===== src/source/cmd_pkg.sv =====
// Shared widths, memory sizes and command encodings of the command parser
package cmd_pkg;

    // stream and word sizes
    localparam int byte_w    = 8;
    localparam int word_w    = 16;

    // block RAM geometry
    localparam int ram_depth = 256;
    localparam int ram_aw    = 8;

    // opcodes 4 and 5 are reserved and decode as unknown
    typedef enum logic [byte_w-1:0] {
        op_disable   = 8'd0,
        op_enable    = 8'd1,
        op_write_reg = 8'd2,
        op_read_reg  = 8'd3,
        op_write_ram = 8'd6,
        op_read_ram  = 8'd7
    } opcode_e;

    // user register map
    typedef enum logic [byte_w-1:0] {
        reg_sum  = 8'd0,
        reg_num1 = 8'd1,
        reg_num2 = 8'd2,
        reg_num3 = 8'd3,
        reg_en   = 8'd4
    } reg_addr_e;

endpackage


===== src/source/cmd_if.sv =====
// Command item channel from the frame parser to the command executor
`timescale 1ns/1ps

interface cmd_if;

    logic                       valid;
    logic                       ready;
    cmd_pkg::opcode_e           op;
    logic [cmd_pkg::word_w-1:0] addr;
    logic [cmd_pkg::word_w-1:0] data;

    // parser side
    modport source (
        output valid,
        output op,
        output addr,
        output data,
        input  ready
    );

    // executor side
    modport sink (
        input  valid,
        input  op,
        input  addr,
        input  data,
        output ready
    );

endinterface


===== src/source/frame_parser.sv =====
// Frame parser that assembles opcode, address, count and data bytes into command items
`timescale 1ns/1ps

module frame_parser (
    input  logic                        clk,
    input  logic                        rst_n,
    input  logic                        rx_valid,
    input  logic [cmd_pkg::byte_w-1:0]  rx_data,
    output logic                        rx_ready,
    cmd_if.source                       cmd
);

    typedef enum logic [2:0] {
        ph_idle,
        ph_addr,
        ph_count,
        ph_data_lo,
        ph_data_hi,
        ph_emit
    } phase_e;

    localparam int bw = cmd_pkg::byte_w;
    localparam int ww = cmd_pkg::word_w;

    phase_e             phase;
    phase_e             phase_d;
    cmd_pkg::opcode_e   op_q;
    logic [ww-1:0]      addr_q;
    logic [ww-1:0]      data_q;
    logic [ww-1:0]      count_q;
    logic               hi_byte;
    logic               rx_fire;
    logic               item_fire;
    logic               is_ram;

    assign rx_fire   = rx_valid && rx_ready;
    assign item_fire = cmd.valid && cmd.ready;
    assign is_ram    = (op_q == cmd_pkg::op_write_ram) || (op_q == cmd_pkg::op_read_ram);

    assign cmd.valid = (phase == ph_emit);
    assign cmd.op    = op_q;
    assign cmd.addr  = addr_q;
    assign cmd.data  = data_q;

    always_comb begin
        phase_d = phase;
        case (phase)
            ph_idle: begin
                if (rx_fire) begin
                    case (rx_data)
                        cmd_pkg::op_disable,
                        cmd_pkg::op_enable:    phase_d = ph_emit;
                        cmd_pkg::op_write_reg,
                        cmd_pkg::op_read_reg,
                        cmd_pkg::op_write_ram,
                        cmd_pkg::op_read_ram:  phase_d = ph_addr;
                        default:               phase_d = ph_idle;
                    endcase
                end
            end
            ph_addr: begin
                if (rx_fire) begin
                    if (!is_ram)
                        phase_d = (op_q == cmd_pkg::op_read_reg) ? ph_emit : ph_data_lo;
                    else if (hi_byte)
                        phase_d = ph_count;
                end
            end
            ph_count: begin
                // empty block ends the frame here
                if (rx_fire && hi_byte) begin
                    if ({rx_data, count_q[bw-1:0]} == '0)
                        phase_d = ph_idle;
                    else if (op_q == cmd_pkg::op_write_ram)
                        phase_d = ph_data_lo;
                    else
                        phase_d = ph_emit;
                end
            end
            ph_data_lo: begin
                if (rx_fire)
                    phase_d = ph_data_hi;
            end
            ph_data_hi: begin
                if (rx_fire)
                    phase_d = ph_emit;
            end
            ph_emit: begin
                if (item_fire) begin
                    if (!is_ram || count_q == ww'(1))
                        phase_d = ph_idle;
                    else if (op_q == cmd_pkg::op_write_ram)
                        phase_d = ph_data_lo;
                end
            end
            default: phase_d = ph_idle;
        endcase
    end

    always_ff @(posedge clk or negedge rst_n) begin
        if (!rst_n) begin
            phase    <= ph_idle;
            rx_ready <= 1'b0;
            op_q     <= cmd_pkg::op_disable;
            hi_byte  <= 1'b0;
            count_q  <= '0;
        end else begin
            phase    <= phase_d;
            rx_ready <= (phase_d != ph_emit);
            if (phase == ph_idle && rx_fire)
                op_q <= cmd_pkg::opcode_e'(rx_data);
            // low/high byte toggle for two-byte fields
            if (rx_fire && (phase == ph_addr || phase == ph_count))
                hi_byte <= is_ram && !hi_byte;
            if (rx_fire && phase == ph_count) begin
                if (hi_byte)
                    count_q[ww-1:bw] <= rx_data;
                else
                    count_q[bw-1:0] <= rx_data;
            end else if (item_fire && is_ram) begin
                count_q <= count_q - ww'(1);
            end
        end
    end

    always_ff @(posedge clk) begin
        if (rx_fire) begin
            case (phase)
                ph_addr: begin
                    if (!is_ram)
                        addr_q <= {{(ww-bw){1'b0}}, rx_data};
                    else if (hi_byte)
                        addr_q[ww-1:bw] <= rx_data;
                    else
                        addr_q[bw-1:0] <= rx_data;
                end
                ph_data_lo: data_q[bw-1:0] <= rx_data;
                ph_data_hi: data_q[ww-1:bw] <= rx_data;
                default: ;
            endcase
        end else if (item_fire && is_ram) begin
            addr_q <= addr_q + ww'(1);
        end
    end

    // a stalled item keeps its fields and blocks the input stream
    a_item_hold: assert property (@(posedge clk) disable iff (!rst_n)
        cmd.valid && !cmd.ready |=> cmd.valid && !rx_ready
            && $stable(cmd.addr) && $stable(cmd.data));

endmodule


===== src/flat_wrapper.sv =====
// flat-port wrapper written by rule: the top's interface ports become plain ports
module frame_parser_flat 
  (clk, rst_n, rx_valid, rx_data, rx_ready, cmd_valid, cmd_op, cmd_addr, cmd_data, cmd_ready);
  cmd_if cmd_i ();
  input  logic clk;
  input  logic rst_n;
  input  logic rx_valid;
  input  logic [cmd_pkg::byte_w-1:0] rx_data;
  output logic rx_ready;
  output wire logic [$bits(cmd_i.valid)-1:0] cmd_valid;
  output wire logic [$bits(cmd_i.op)-1:0] cmd_op;
  output wire logic [$bits(cmd_i.addr)-1:0] cmd_addr;
  output wire logic [$bits(cmd_i.data)-1:0] cmd_data;
  input wire logic [$bits(cmd_i.ready)-1:0] cmd_ready;
  assign cmd_valid = cmd_i.valid;
  assign cmd_op = cmd_i.op;
  assign cmd_addr = cmd_i.addr;
  assign cmd_data = cmd_i.data;
  assign cmd_i.ready = cmd_ready;
  frame_parser u_core (.clk(clk), .rst_n(rst_n), .rx_valid(rx_valid), .rx_data(rx_data), .rx_ready(rx_ready), .cmd(cmd_i));
endmodule

===== config.mk =====
export PLATFORM = sky130hd
export DESIGN_NAME = frame_parser_flat
export DESIGN_NICKNAME = d
export VERILOG_FILES = /design/src/source/cmd_pkg.sv /design/src/source/cmd_if.sv /design/src/source/frame_parser.sv /design/src/flat_wrapper.sv
export SDC_FILE = /design/constraint.sdc
export NUM_CORES = 1
export LEC_CHECK = 0
export BUFFER_PORTS_ARGS = -buffer_cell sky130_fd_sc_hd__buf_2
export CAP_MARGIN = 10
export CORE_MARGIN = 8
export CORE_UTILIZATION = 51
export DETAILED_ROUTE_END_ITERATION = 16
export GPL_TIMING_DRIVEN = 0
export PLACE_DENSITY_LB_ADDON = 0.08
export SYNTH_ARGS = -nofsm -noshare
export SYNTH_HDL_FRONTEND = slang
export SYNTH_SLANG_ARGS = --single-unit

===== constraint.sdc =====
create_clock -name clk -period 2.18 [get_ports clk]
set_input_delay 0.436 -clock clk [delete_from_list [all_inputs] [get_ports clk]]
set_output_delay 0.436 -clock clk [all_outputs]
set_load 0.01 [all_outputs]

==> metrics <==
status=complete, no violations; ys flop type=edfxtp_1; register share of total power=0.394; leading area contributor after synthesis=edfxtp_1; # DRC=0; Max Slew Vio Count=0; worst-path fanout max=8; count of cell types in the netlist=between 50 and 60; Internal Power=approximately 0.0029 W; switch share=0.3800; Initial Util=0.5216; CTS tree=built; Rows=29; routed wire length=8815 µm; total power=0.004657 W; Ys Warns=0; Die W=between 90 and 100 µm; worst slew pin tran=between 0.6 and 0.7 ns; nets@finish=about 400; achievable frequency=around 0.47 GHz; first-pass GRT wire length=14250 µm; main area contributors after synthesis=edfxtp_1 (29%), dfrtp_1 (22%), o21ai_0 (4.6%); max cap viols=0; number of global-route vias before repair=roughly 2800; leakage=~1.6 nW; Die Area=approximately 9300 µm²; layout cell share with drive strength beyond 1=0.2660; Synth top area share=0.2918; final instance area=between 3000 and 4000 µm²; final period utilization=0.9682; Avg Cell Area, Syn=approximately 10 µm²; Die Ht=between 90 and 100 µm; ant diodes=0; Hold Buf Count CTS=0; Yosys reg bits=61; Gate power share=0.371; H-tree Lvls=3; Min Clock Period, post-route=around 2.1 ns; synthesized instance count=approximately 320; pwr dens=around 1200 nW/µm²; TritonCTS buffer count=9; register area share after synthesis=0.5122; Mapped Area=about 3300 µm²; antenna violations before repair=0; number of synthesized flops with an enable pin=32; final hold viol count=0; DP HPWL=~6000 µm; wire length per cell=between 15 and 20 µm; Worst EP arrival=2.17 ns; number of I/O pins=54; CTS max path bufs=2; CP startpoint kind=flop; Worst setup EP type=flop; GPL Wtd Cong=0.8400; First DRT Iteration DRCs=210; Port Buffers=53; RSZ-0062 raised after global routing=no; Final ANT Viol Nets=0; setup violators final=0; dpl cell area=approximately 3700 µm²; area delta synth->final=19.57%; max_slew headroom=0.5568; Total GRT Usage=0.2017; gr ovfl total=0; ys async rst share=0.4754; Psw=between 0.0015 and 0.002 W; Hold Crit Class=input port to asynchronous set/reset pin; placed cells=approximately 450; CP Class=flop to flop; CTS clk-pin slew, worst paths=roughly 0.070 ns; clock network power share=0.235; clk sinks=just over 60; worst r2r src=u_core.cmd.op[5]$_DFFE_PN0P_; largest net degree at the start of global routing=30; CTS root buf=clkbuf_8; final setup TNS=0 ns; Vias per Instance=roughly 6.0; CP startpoint=u_core.cmd.op[5]$_DFFE_PN0P_; clock latency on the worst-skew pair=between 0.3 and 0.4 ns; Max VDD drop=0.0007779 V; syn nets=335; first drt pass iteration count=4; final std cells w/o fill=roughly 470; final clock skew=~0.0096 ns; Via Count=2825; core area=around 6300 µm²; worst path required time=2.24 ns
metal layers:
| metal | GRT usage | vias up | routed length [µm] | part of all wire |
|---|---|---|---|---|
| met3 | 0.03900 | 18 | 556 | 0.063 |
| met4 | 0.09836 | 0 | 221 | 0.025 |
| met1 | 0.2402 | 1378 | 3641 | 0.41 |
| li1 | - | 1338 | - | - |
| met2 | 0.3417 | 91 | 4397 | 0.50 |
| met5 | 0 | - | 0 | 0 |
what timing repair did:
action                     in CTS  in global routing
gates resized for setup         4                  2
gates cloned                    0                  0
pin swaps                       3                  0
setup endpoints to repair      16                 17
buffers inserted                3                  0
layout by cell type, fill, tap and decap left out, types with 3 or more instances in the layout:
master	n
a21oi_1	20
a22o_1	4
a22oi_1	3
and3_1	3
and4_1	3
buf_2	59
clkbuf_1	7
clkbuf_8	9
dfrtp_1	29
edfxtp_1	32
ha_1	4
inv_1	7
mux2_2	8
nand2_1	39
nand2b_1	4
nand3_1	12
nand4_1	8
nor2_1	17
nor3_1	11
nor4_1	5
o21ai_0	30
o22ai_1	3
o2bb2ai_1	3
or2_2	3
xnor2_1	10
xor2_1	4
cell families (layout without fill, tap and decap cells):
logic type | Yosys count | after routing | share of synthesized area
simple gates | 124 | 124 | 0.2059
compound gates | 88 | 88 | 0.1736
flops | 61 | 61 | 0.5122
buf+inv | 20 | 92 | 0.02850
xor+xnor | 14 | 14 | 0.03723
mux | 8 | 8 | 0.02736
fa+ha+maj | 4 | 4 | 0.01520
registers in the layout, summed over array words and instances, names as in the netlist:
signal	flops
u_core.cmd.addr	16
u_core.cmd.data	16
u_core.cmd.op	8
u_core.count_q	16
u_core.hi_byte	1
u_core.phase	3
u_core.rx_ready	1
critical path, cell delays in order, from the launching register on:
cell and delay, ns:
dfrtp_1 0.42, or4_4 0.58, nor2_2 0.21, nand4_1 0.11, buf_4 0.18, a21oi_4 0.17
buf_12 0.15
cell type report:
class | instances | area, µm²
timing repair buffer | 56 | 312.8
sequential | 61 | 1687
multi-input combinational | 238 | 1540
fill | 547 | 2376
clock inverter | 5 | 76.32
buffer | 13 | 67.56
clock buffer | 11 | 131.4
tap | 77 | 96.34
inverter | 7 | 26.28
path summary, 6_finish.rpt:
| kind | end | slack (ns) | cells past startpoint |
|---|---|---|---|
| worst max register to register | u_core.cmd.addr[7]$_DFFE_PP_ | 0.07 | 6 |
| max in group asynchronous | u_core.rx_ready$_DFF_PN0_ | 1.62 | 1 |
| worst min register to register | u_core.count_q[14]$_DFFE_PN0P_ | 0.50 | 1 |
| worst min-delay path | u_core.count_q[14]$_DFFE_PN0P_ | 0.11 | 1 |
| worst max-delay path | u_core.cmd.addr[7]$_DFFE_PP_ | 0.07 | 6 |
| min in group clk | u_core.cmd.data[1]$_DFFE_PP_ | 0.30 | 1 |
cell usage after synthesis (5+ instances only):
master     n
clkbuf_1   5
dfrtp_1   29
mux2_2     8
nor3_1    11
nand4_1    8
nand2_1   39
o21ai_0   30
nor2_1    19
buf_2      6
nand3_1   12
xnor2_1   10
a21oi_1   22
edfxtp_1  32
nor4_1     5
inv_1      7
metrics by stage:
stage / worst slack (ns) / hold WS, ns / utilization
after detailed placement: -0.4000 / 0.4820 / 0.5789
after CTS: 0.03680 / 0.1443 / 0.6229
after floorplan: 0.008907 / 0.1404 / -
after global placement: -0.3724 / 0.4844 / 0.5789
after global routing: 0.009729 / 0.1774 / 0.6237
final: 0.06940 / 0.1141 / 0.6237
power groups by stage:
stage / Combinational [W] / Clock [W] / Sequential, W
2_1_floorplan: 0.00112 / 0 / 0.00186
3_3_place_gp: 0.00160 / 0 / 0.00184
3_5_place_dp: 0.00164 / 0 / 0.00185
4_1_cts: 0.00171 / 0.00110 / 0.00183
5_1_grt: 0.00192 / 0.00115 / 0.00188
6_report: 0.00173 / 0.00110 / 0.00184
(Power assumes the default switching activity.)
