### config.mk
export PLATFORM = sky130hd
export DESIGN_NAME = word_serializer
export DESIGN_NICKNAME = d
export VERILOG_FILES = /design/src/source/cmd_pkg.sv /design/src/source/word_serializer.sv
export SDC_FILE = /design/constraint.sdc
export NUM_CORES = 1
export LEC_CHECK = 0
export CORE_AREA = 2 2 39 41
export CTS_BUF_LIST = sky130_fd_sc_hd__clkbuf_4 sky130_fd_sc_hd__clkbuf_8 sky130_fd_sc_hd__clkbuf_16
export DETAILED_ROUTE_END_ITERATION = 8
export DIE_AREA = 0 0 41 43
export DONT_BUFFER_PORTS = 1
export PLACE_DENSITY = 0.78
export SLEW_MARGIN = 20
export SYNTH_ARGS = -nofsm -noshare
export SYNTH_HDL_FRONTEND = slang
export SYNTH_SLANG_ARGS = --single-unit
export TNS_END_PERCENT = 50
### constraint.sdc
create_clock -name clk -period 1.9 [get_ports clk]
set_input_delay 0.38 -clock clk [delete_from_list [all_inputs] [get_ports clk]]
set_output_delay 0.38 -clock clk [all_outputs]
set_load 0.02 [all_outputs]
### src/source/cmd_pkg.sv
// Shared widths, memory sizes and command encodings of the command parser
package cmd_pkg;

    // stream and word sizes
    localparam int byte_w    = 8;
    localparam int word_w    = 16;

    // block RAM geometry
    localparam int ram_depth = 256;
    localparam int ram_aw    = 8;

    // opcodes 4 and 5 are reserved and decode as unknown
    typedef enum logic [byte_w-1:0] {
        op_disable   = 8'd0,
        op_enable    = 8'd1,
        op_write_reg = 8'd2,
        op_read_reg  = 8'd3,
        op_write_ram = 8'd6,
        op_read_ram  = 8'd7
    } opcode_e;

    // user register map
    typedef enum logic [byte_w-1:0] {
        reg_sum  = 8'd0,
        reg_num1 = 8'd1,
        reg_num2 = 8'd2,
        reg_num3 = 8'd3,
        reg_en   = 8'd4
    } reg_addr_e;

endpackage

### src/source/word_serializer.sv
// Word serializer that sends each read word as two bytes, low byte first
`timescale 1ns/1ps

module word_serializer (
    input  logic                        clk,
    input  logic                        rst_n,
    input  logic                        resp_valid,
    input  logic [cmd_pkg::word_w-1:0]  resp_data,
    output logic                        resp_ready,
    output logic                        tx_valid,
    output logic [cmd_pkg::byte_w-1:0]  tx_data,
    input  logic                        tx_ready
);

    localparam int bw = cmd_pkg::byte_w;
    localparam int ww = cmd_pkg::word_w;

    logic [ww-1:0]  word_q;
    logic           full;
    logic           hi_sel;

    // take a new word only once both bytes are gone
    assign resp_ready = !full;
    assign tx_valid   = full;
    assign tx_data    = hi_sel ? word_q[ww-1:bw] : word_q[bw-1:0];

    always_ff @(posedge clk or negedge rst_n) begin
        if (!rst_n) begin
            full   <= 1'b0;
            hi_sel <= 1'b0;
        end else if (resp_valid && resp_ready) begin
            full   <= 1'b1;
            hi_sel <= 1'b0;
        end else if (tx_valid && tx_ready) begin
            if (hi_sel)
                full <= 1'b0;
            else
                hi_sel <= 1'b1;
        end
    end

    always_ff @(posedge clk) begin
        if (resp_valid && resp_ready)
            word_q <= resp_data;
    end

    a_tx_hold: assert property (@(posedge clk) disable iff (!rst_n)
        tx_valid && !tx_ready |=> tx_valid && $stable(tx_data));

endmodule

==> key figures, run 1 <==
Timing
  – Fin. max-slew vios: 0
  – Fin crit share: 0.904
  – Hold Fails Final Rpt: 0
  – Clock Skew: 10.5 ps
  – Crit path time final: 1720 ps
  – Setup TNS: 0 ps
  – Final setup fails: 0
  – Worst Max-Slew Pin Slew: 506 ps
  – Fmax: 582 MHz
  – Max-slew headroom: 0.663
  – Unrepaired setup endpoints after global routing: false

Yosys
  – Synth Cell Area: 691 µm²
  – Synth Area in XOR/XNOR: 0
  – Synth Register Bits: 18
  – Yosys top cell area share: 0.696
  – Avg Inst Size Synth: 20.9 µm²
  – Compound-cell area share of the yosys netlist: 0.0163
  – Mux cell area share after synthesis: 0.174
  – Largest area contributor in the netlist: edfxtp_1
  – Sequential share of the synthesized area: 0.768
  – Largest family of logic cells by synthesized area: multiplexers
  – Ranking of synthesized cells by area: edfxtp_1 (70%), mux2_4 (17%), dfrtp_1 (7.2%), buf_6 (1.6%), nor2_1 (1.1%)
  – Cell count after synthesis: 33
  – Simple-gate area share of the yosys netlist: 0.0199
  – Yosys warns: 0
  – Adder-cell share of the synthesized area: 0
  – Mapped Nets: 53
  – Yosys cell types: 9

Clock tree
  – Worst-path clk slew: 100 ps
  – CTS resizes: 0
  – H-tree depth: 1
  – TritonCTS Sinks: 18
  – Clk Latency, worst-skew pair: 290 ps
  – CTS tree: built
  – Maximum clock path buffer count: 2
  – Clk Tree Root Cell: clkbuf_4
  – Post CTS Setup Buffer Count: 0
  – CTS Hold Buffers Added: 1
  – Total CTS buffers: 3

Route
  – Antenna-violating nets left: 0
  – Detailed-route wire length: 849 µm
  – Vias per inst: 5.48
  – DRT iter0 DRCs: 3
  – Average routed wire per standard cell: 15.7 µm
  – DR DRC count: 0
  – Vias: 296
  – DRT Pass-1 Iters: 2

Power and ir drop
  – Static Leak: 0.281 nW
  – Clk network pwr share: 0.183
  – Int Power: 0.000753 W
  – Seq pwr share: 0.544
  – Power per Cell Area: 1490 nW/µm²
  – Switch share: 0.322
  – Logic pwr share: 0.274
  – Max VDD drop: 605 µV
  – P_sw: 0.000358 W

Setup path
  – R2R Setup Slk: 700 ps
  – Reg2Reg Depth: 2
  – Slowest-stage cell, CP: dfrtp_1
  – Bufs and invs on worst path: 0
  – Crit. End Element: primary output
  – Crit-path max cell delay: 670 ps
  – Critical R2R Capture: word_q[2]
  – WP data arrival: 1340 ps
  – CP Class: flip-flop to primary output
  – Startpoint type of the worst setup path: flip-flop
  – Maximum fanout along the worst path: 10
  – CP delay by family, top: flip-flops
  – CP Data Required Time: 1520 ps
  – CP cell instances: mux2_4
  – Worst reg2reg path startpoint: tx_valid

Placement
  – Post-placement cell count: 49
  – GPL Wtd Cong: 0.529
  – Area after DPL: 707 µm²
  – PortBufs: 0

Worst hold path
  – Hold crit path type: input pin to flip-flop
  – Worst hold start: resp_data[5]
  – Hold Path End: word_q[5]
  – Hold Path Depth: 0

Global routing
  – Congestion Overflow GR: 0
  – Antenna violations before repair: 0
  – All-Layer GR Usage: 0.119
  – Vias in the first global route: 304
  – Largest net degree at the start of global routing: 18
  – First-pass GRT wire length: 1260 µm

Die
  – DIE HEIGHT: 43 µm
  – Core Region: 1380 µm²
  – Die area: 1760 µm²
  – Die X: 41 µm
  – I/O pin cnt: 30
  – Initial Util: 0.499
  – # rows: 14

Cells and area
  – Ant diodes: 0
  – Post-route cell area: 747 µm²
  – Nets@finish: 59
  – Area Growth Syn to Fin: 8.15%
  – Layout cell share with drive strength beyond 1: 0.342
  – Non-filler instance count after layout: 54

Outcome
  – Outcome: completed

Flow run
  – Maxcap violations: 0
-- flip-flops by register name, indices dropped and copies added (netlist names) --
name / count
hi_sel: 1
tx_valid: 1
word_q: 16
-- worst max-delay path by stage --
stage	from	end	slack, ps	cells past startpoint
5_1_grt	hi_sel	tx_data[3]	110	1
4_1_cts	hi_sel	tx_data[6]	160	1
6_report	hi_sel	tx_data[1]	180	1
3_3_place_gp	hi_sel	tx_data[6]	500	1
3_5_place_dp	hi_sel	tx_data[6]	490	1
2_1_floorplan	tx_valid	word_q[0]	210	1
-- logic make-up (layout without fill, tap and decap cells) --
group,Yosys count,count (layout)
multiplexers,8,8
AND/OR/NAND/NOR,3,3
AO/OA/AOI/OAI,2,2
buffers and inverters,2,7
flip-flops,18,18
-- power groups by stage --
stage	clock network, W	logic (W)	registers (W)
2_1_floorplan	0	0.000333	0.000566
4_1_cts	0.000211	0.000309	0.000605
6_report	0.000203	0.000304	0.000603
5_1_grt	0.000227	0.000326	0.000618
3_5_place_dp	0	0.000306	0.000614
3_3_place_gp	0	0.000302	0.000611
-- cell usage in the layout (no fill, tap or decap), types with 2 or more instances in the layout --
master	netlist	routed
edfxtp_1	16	16
clkbuf_4	0	4
mux2_4	8	8
dfrtp_1	2	2
nor2_1	2	2
-- synth_stat cells --
cell / instances
a21oi_1: 1
a31oi_1: 1
buf_6: 1
dfrtp_1: 2
edfxtp_1: 16
inv_1: 1
mux2_4: 8
nor2_1: 2
nor2b_1: 1
-- cell type report --
class / count / area (µm²)
Multi-Input combinational cell: 13 / 145
Timing Repair Buffer: 2 / 17.5
Clock buffer: 4 / 30.0
Fill cell: 112 / 637
Tap cell: 16 / 20.0
Sequential cell: 18 / 531
Inverter: 1 / 3.75
-- routing by layer --
| metal | GRT usage | part of all wire | wire [µm] | vias to the layer above |
|---|---|---|---|---|
| li1 | - | - | - | 134 |
| met1 | 0.114 | 0.34 | 289 | 138 |
| met2 | 0.184 | 0.54 | 455 | 20 |
| met3 | 0.0471 | 0.094 | 80 | 4 |
| met4 | 0.100 | 0.027 | 23 | 0 |
| met5 | 0 | 0 | 0 | - |
-- metrics by stage --
stage | power (W) | hold slack (ps) | utilization | setup slack, ps
2_1_floorplan | 0.000899 | 84.4 | - | 208
4_1_cts | 0.00112 | 166 | 0.540 | 164
5_1_grt | 0.00117 | 157 | 0.540 | 106
3_3_place_gp | 0.000913 | 84.5 | 0.511 | 495
3_5_place_dp | 0.000921 | 84.5 | 0.511 | 488
6_report | 0.00111 | 174 | 0.540 | 182
Power figures use the tool's default switching activity.
==> inputs of run 2 (changes only) <==
==> constraint.sdc (replaced) <==
create_clock -name clk -period 1.6 [get_ports clk]
set_input_delay 0.32 -clock clk [delete_from_list [all_inputs] [get_ports clk]]
set_output_delay 0.32 -clock clk [all_outputs]
set_load 0.02 [all_outputs]
==> run 2 against run 1 <==
Compared with the run above:
- global-route usage fell by 0.22 points
- clock skew is 3.4 ps lower
- critical endpoint is now tx_data[4]
- via count down 3.7%
==> key figures, run 2 (synthesized netlist as in run 1, its figures left out) <==
Setup path
  – Instance count on the critical path: 1
  – Critical R2R Capture: word_q[2]
  – Reg2Reg Depth: 2
  – Worst reg2reg path startpoint: tx_valid
  – CP delay by family, top: flip-flops
  – Slowest-stage cell, CP: dfrtp_2
  – Worst Setup SP: hi_sel
  – Startpoint type of the worst setup path: flip-flop
  – Crit-path max cell delay: 550 ps
  – CP cell instances: mux2_4
  – Maximum fanout along the worst path: 10
  – CP Data Required Time: 1280 ps
  – CP Class: flip-flop to primary output
  – WP data arrival: 1200 ps
  – R2R Setup Slk: 410 ps
  – Critical Path Sink: tx_data[4]
  – Crit. End Element: primary output
  – Bufs and invs on worst path: 0

Placement
  – GPL Wtd Cong: 0.603
  – Area after DPL: 709 µm²
  – Pre-CTS WS: 245 ps
  – Post-placement cell count: 49
  – PortBufs: 0

Power and ir drop
  – Power per Cell Area: 1740 nW/µm²
  – Seq pwr share: 0.557
  – Logic pwr share: 0.276
  – Max VDD drop: 831 µV
  – Static Leak: 0.279 nW
  – Clk network pwr share: 0.166
  – P_sw: 0.000426 W
  – Switch share: 0.328
  – Int Power: 0.000873 W

Cells and area
  – Nets@finish: 59
  – Layout cell share with drive strength beyond 1: 0.368
  – Commonest non-fill, non-tap cell in the layout: edfxtp_1
  – Post-route cell area: 747 µm²
  – Most flop-heavy register: word_q
  – Area Growth Syn to Fin: 8.15%
  – Most frequent cells in the layout: edfxtp_1 (16), mux2_4 (8), clkbuf_4 (3)
  – Ant diodes: 0
  – Layout Utilization: 0.540
  – Max reg flops: 16
  – Non-filler instance count after layout: 54

Die
  – # rows: 14
  – Initial Util: 0.499
  – DIE HEIGHT: 43 µm
  – Die X: 41 µm
  – Die area: 1760 µm²
  – Core Region: 1380 µm²
  – I/O pin cnt: 30

Global routing
  – Vias in the first global route: 277
  – Antenna violations before repair: 0
  – Congestion Overflow GR: 0
  – All-Layer GR Usage: 0.117
  – Largest net degree at the start of global routing: 18
  – First-pass GRT wire length: 1240 µm

Timing
  – Worst Max-Slew Pin Slew: 342 ps
  – Unrepaired setup endpoints after global routing: false
  – Fin. max-slew vios: 0
  – Fmax: 658 MHz
  – Fin crit share: 0.949
  – Final setup fails: 0
  – Setup TNS: 0 ps
  – Post-layout worst setup margin: 81.2 ps
  – Clock Skew: 7.10 ps
  – Crit path time final: 1520 ps
  – Max-slew headroom: 0.772
  – Hold Fails Final Rpt: 0

Route
  – DRT iter0 DRCs: 4
  – DRT Pass-1 Iters: 2
  – DR top layer: met4
  – Antenna-violating nets left: 0
  – Met3 wire len: 37 µm
  – Average routed wire per standard cell: 15.3 µm
  – DR DRC count: 0
  – Met2 WL: 504 µm
  – Wl on met1: 275 µm
  – Vias per inst: 5.28
  – Vias: 285
  – Detailed-route wire length: 826 µm

Clock tree
  – Total CTS buffers: 3
  – TritonCTS Sinks: 18
  – H-tree depth: 1
  – Clk Latency, worst-skew pair: 280 ps
  – Maximum clock path buffer count: 2
  – Worst-path clk slew: 100 ps
  – CTS tree: built
  – Post CTS Setup Buffer Count: 0
  – Clk Tree Root Cell: clkbuf_4

Flow run
  – Maxcap violations: 0

Worst hold path
  – Hold crit path type: input pin to flip-flop

Outcome
  – Outcome: completed
==> run 2: changes by cell type in the layout (fill, tap and decap cells not counted) <==
cell      previous run  this run
clkbuf_4             4         3
clkinv_1             0         1
dfrtp_1              2         1
dfrtp_2              0         1
nor2b_1              1         0
nor2b_2              0         1
==> run 2: worst min-delay path by stage <==
stage / startpoint / endpoint / slack [ps] / cells past startpoint
after floorplan: rst_n / hi_sel / 20 / 0
after global placement: rst_n / hi_sel / 20 / 0
after detailed placement: rst_n / tx_valid / 20 / 0
after CTS: resp_data[10] / word_q[10] / 110 / 0
after global routing: resp_data[10] / word_q[10] / 100 / 0
final: resp_data[7] / word_q[7] / 120 / 0
==> run 2: layout make-up <==
class,count,area (µm²)
fill,111,637
clock buffer,3,22.5
sequential,18,532
timing repair buffer,2,17.5
clock inverter,1,3.75
inverter,1,3.75
multi-input combinational,13,148
tap,16,20.0
==> run 2: power groups by stage <==
stage	Clock (W)	Sequential, W	Combinational, W
6_report	0.000216	0.000724	0.000359
5_1_grt	0.000246	0.000742	0.000381
4_1_cts	0.000229	0.000727	0.000364
3_5_place_dp	0	0.000735	0.000362
3_3_place_gp	0	0.000728	0.000360
2_1_floorplan	0	0.000673	0.000397
==> run 2: per-layer routing <==
metal / up-vias / global-route usage
li1: 136 / -
met1: 134 / 0.110
met2: 13 / 0.191
met3: 2 / 0.0314
met4: 0 / 0.100
met5: - / 0
==> run 2: worst reg2reg max path, delay by kind of cell, from the launching register on <==
family	cells	cell delay, ps
simple gates	1	150
flops	1	510
buf+inv	1	230
==> run 2: per-stage QoR <==
stage          hold slack (ps)  total power [W]
2_1_floorplan             24.4          0.00107
3_3_place_gp              24.5          0.00109
3_5_place_dp              24.4          0.00110
4_1_cts                    109          0.00132
5_1_grt                    102          0.00137
6_report                   124          0.00130
==> run 2: repair_timing <==
action | CTS | global route
hold buffers | 1 | 0
hold endpoints to repair | 2 | 0
gates resized for setup | 1 | 0
endpoints found under the setup margin | 8 | 0
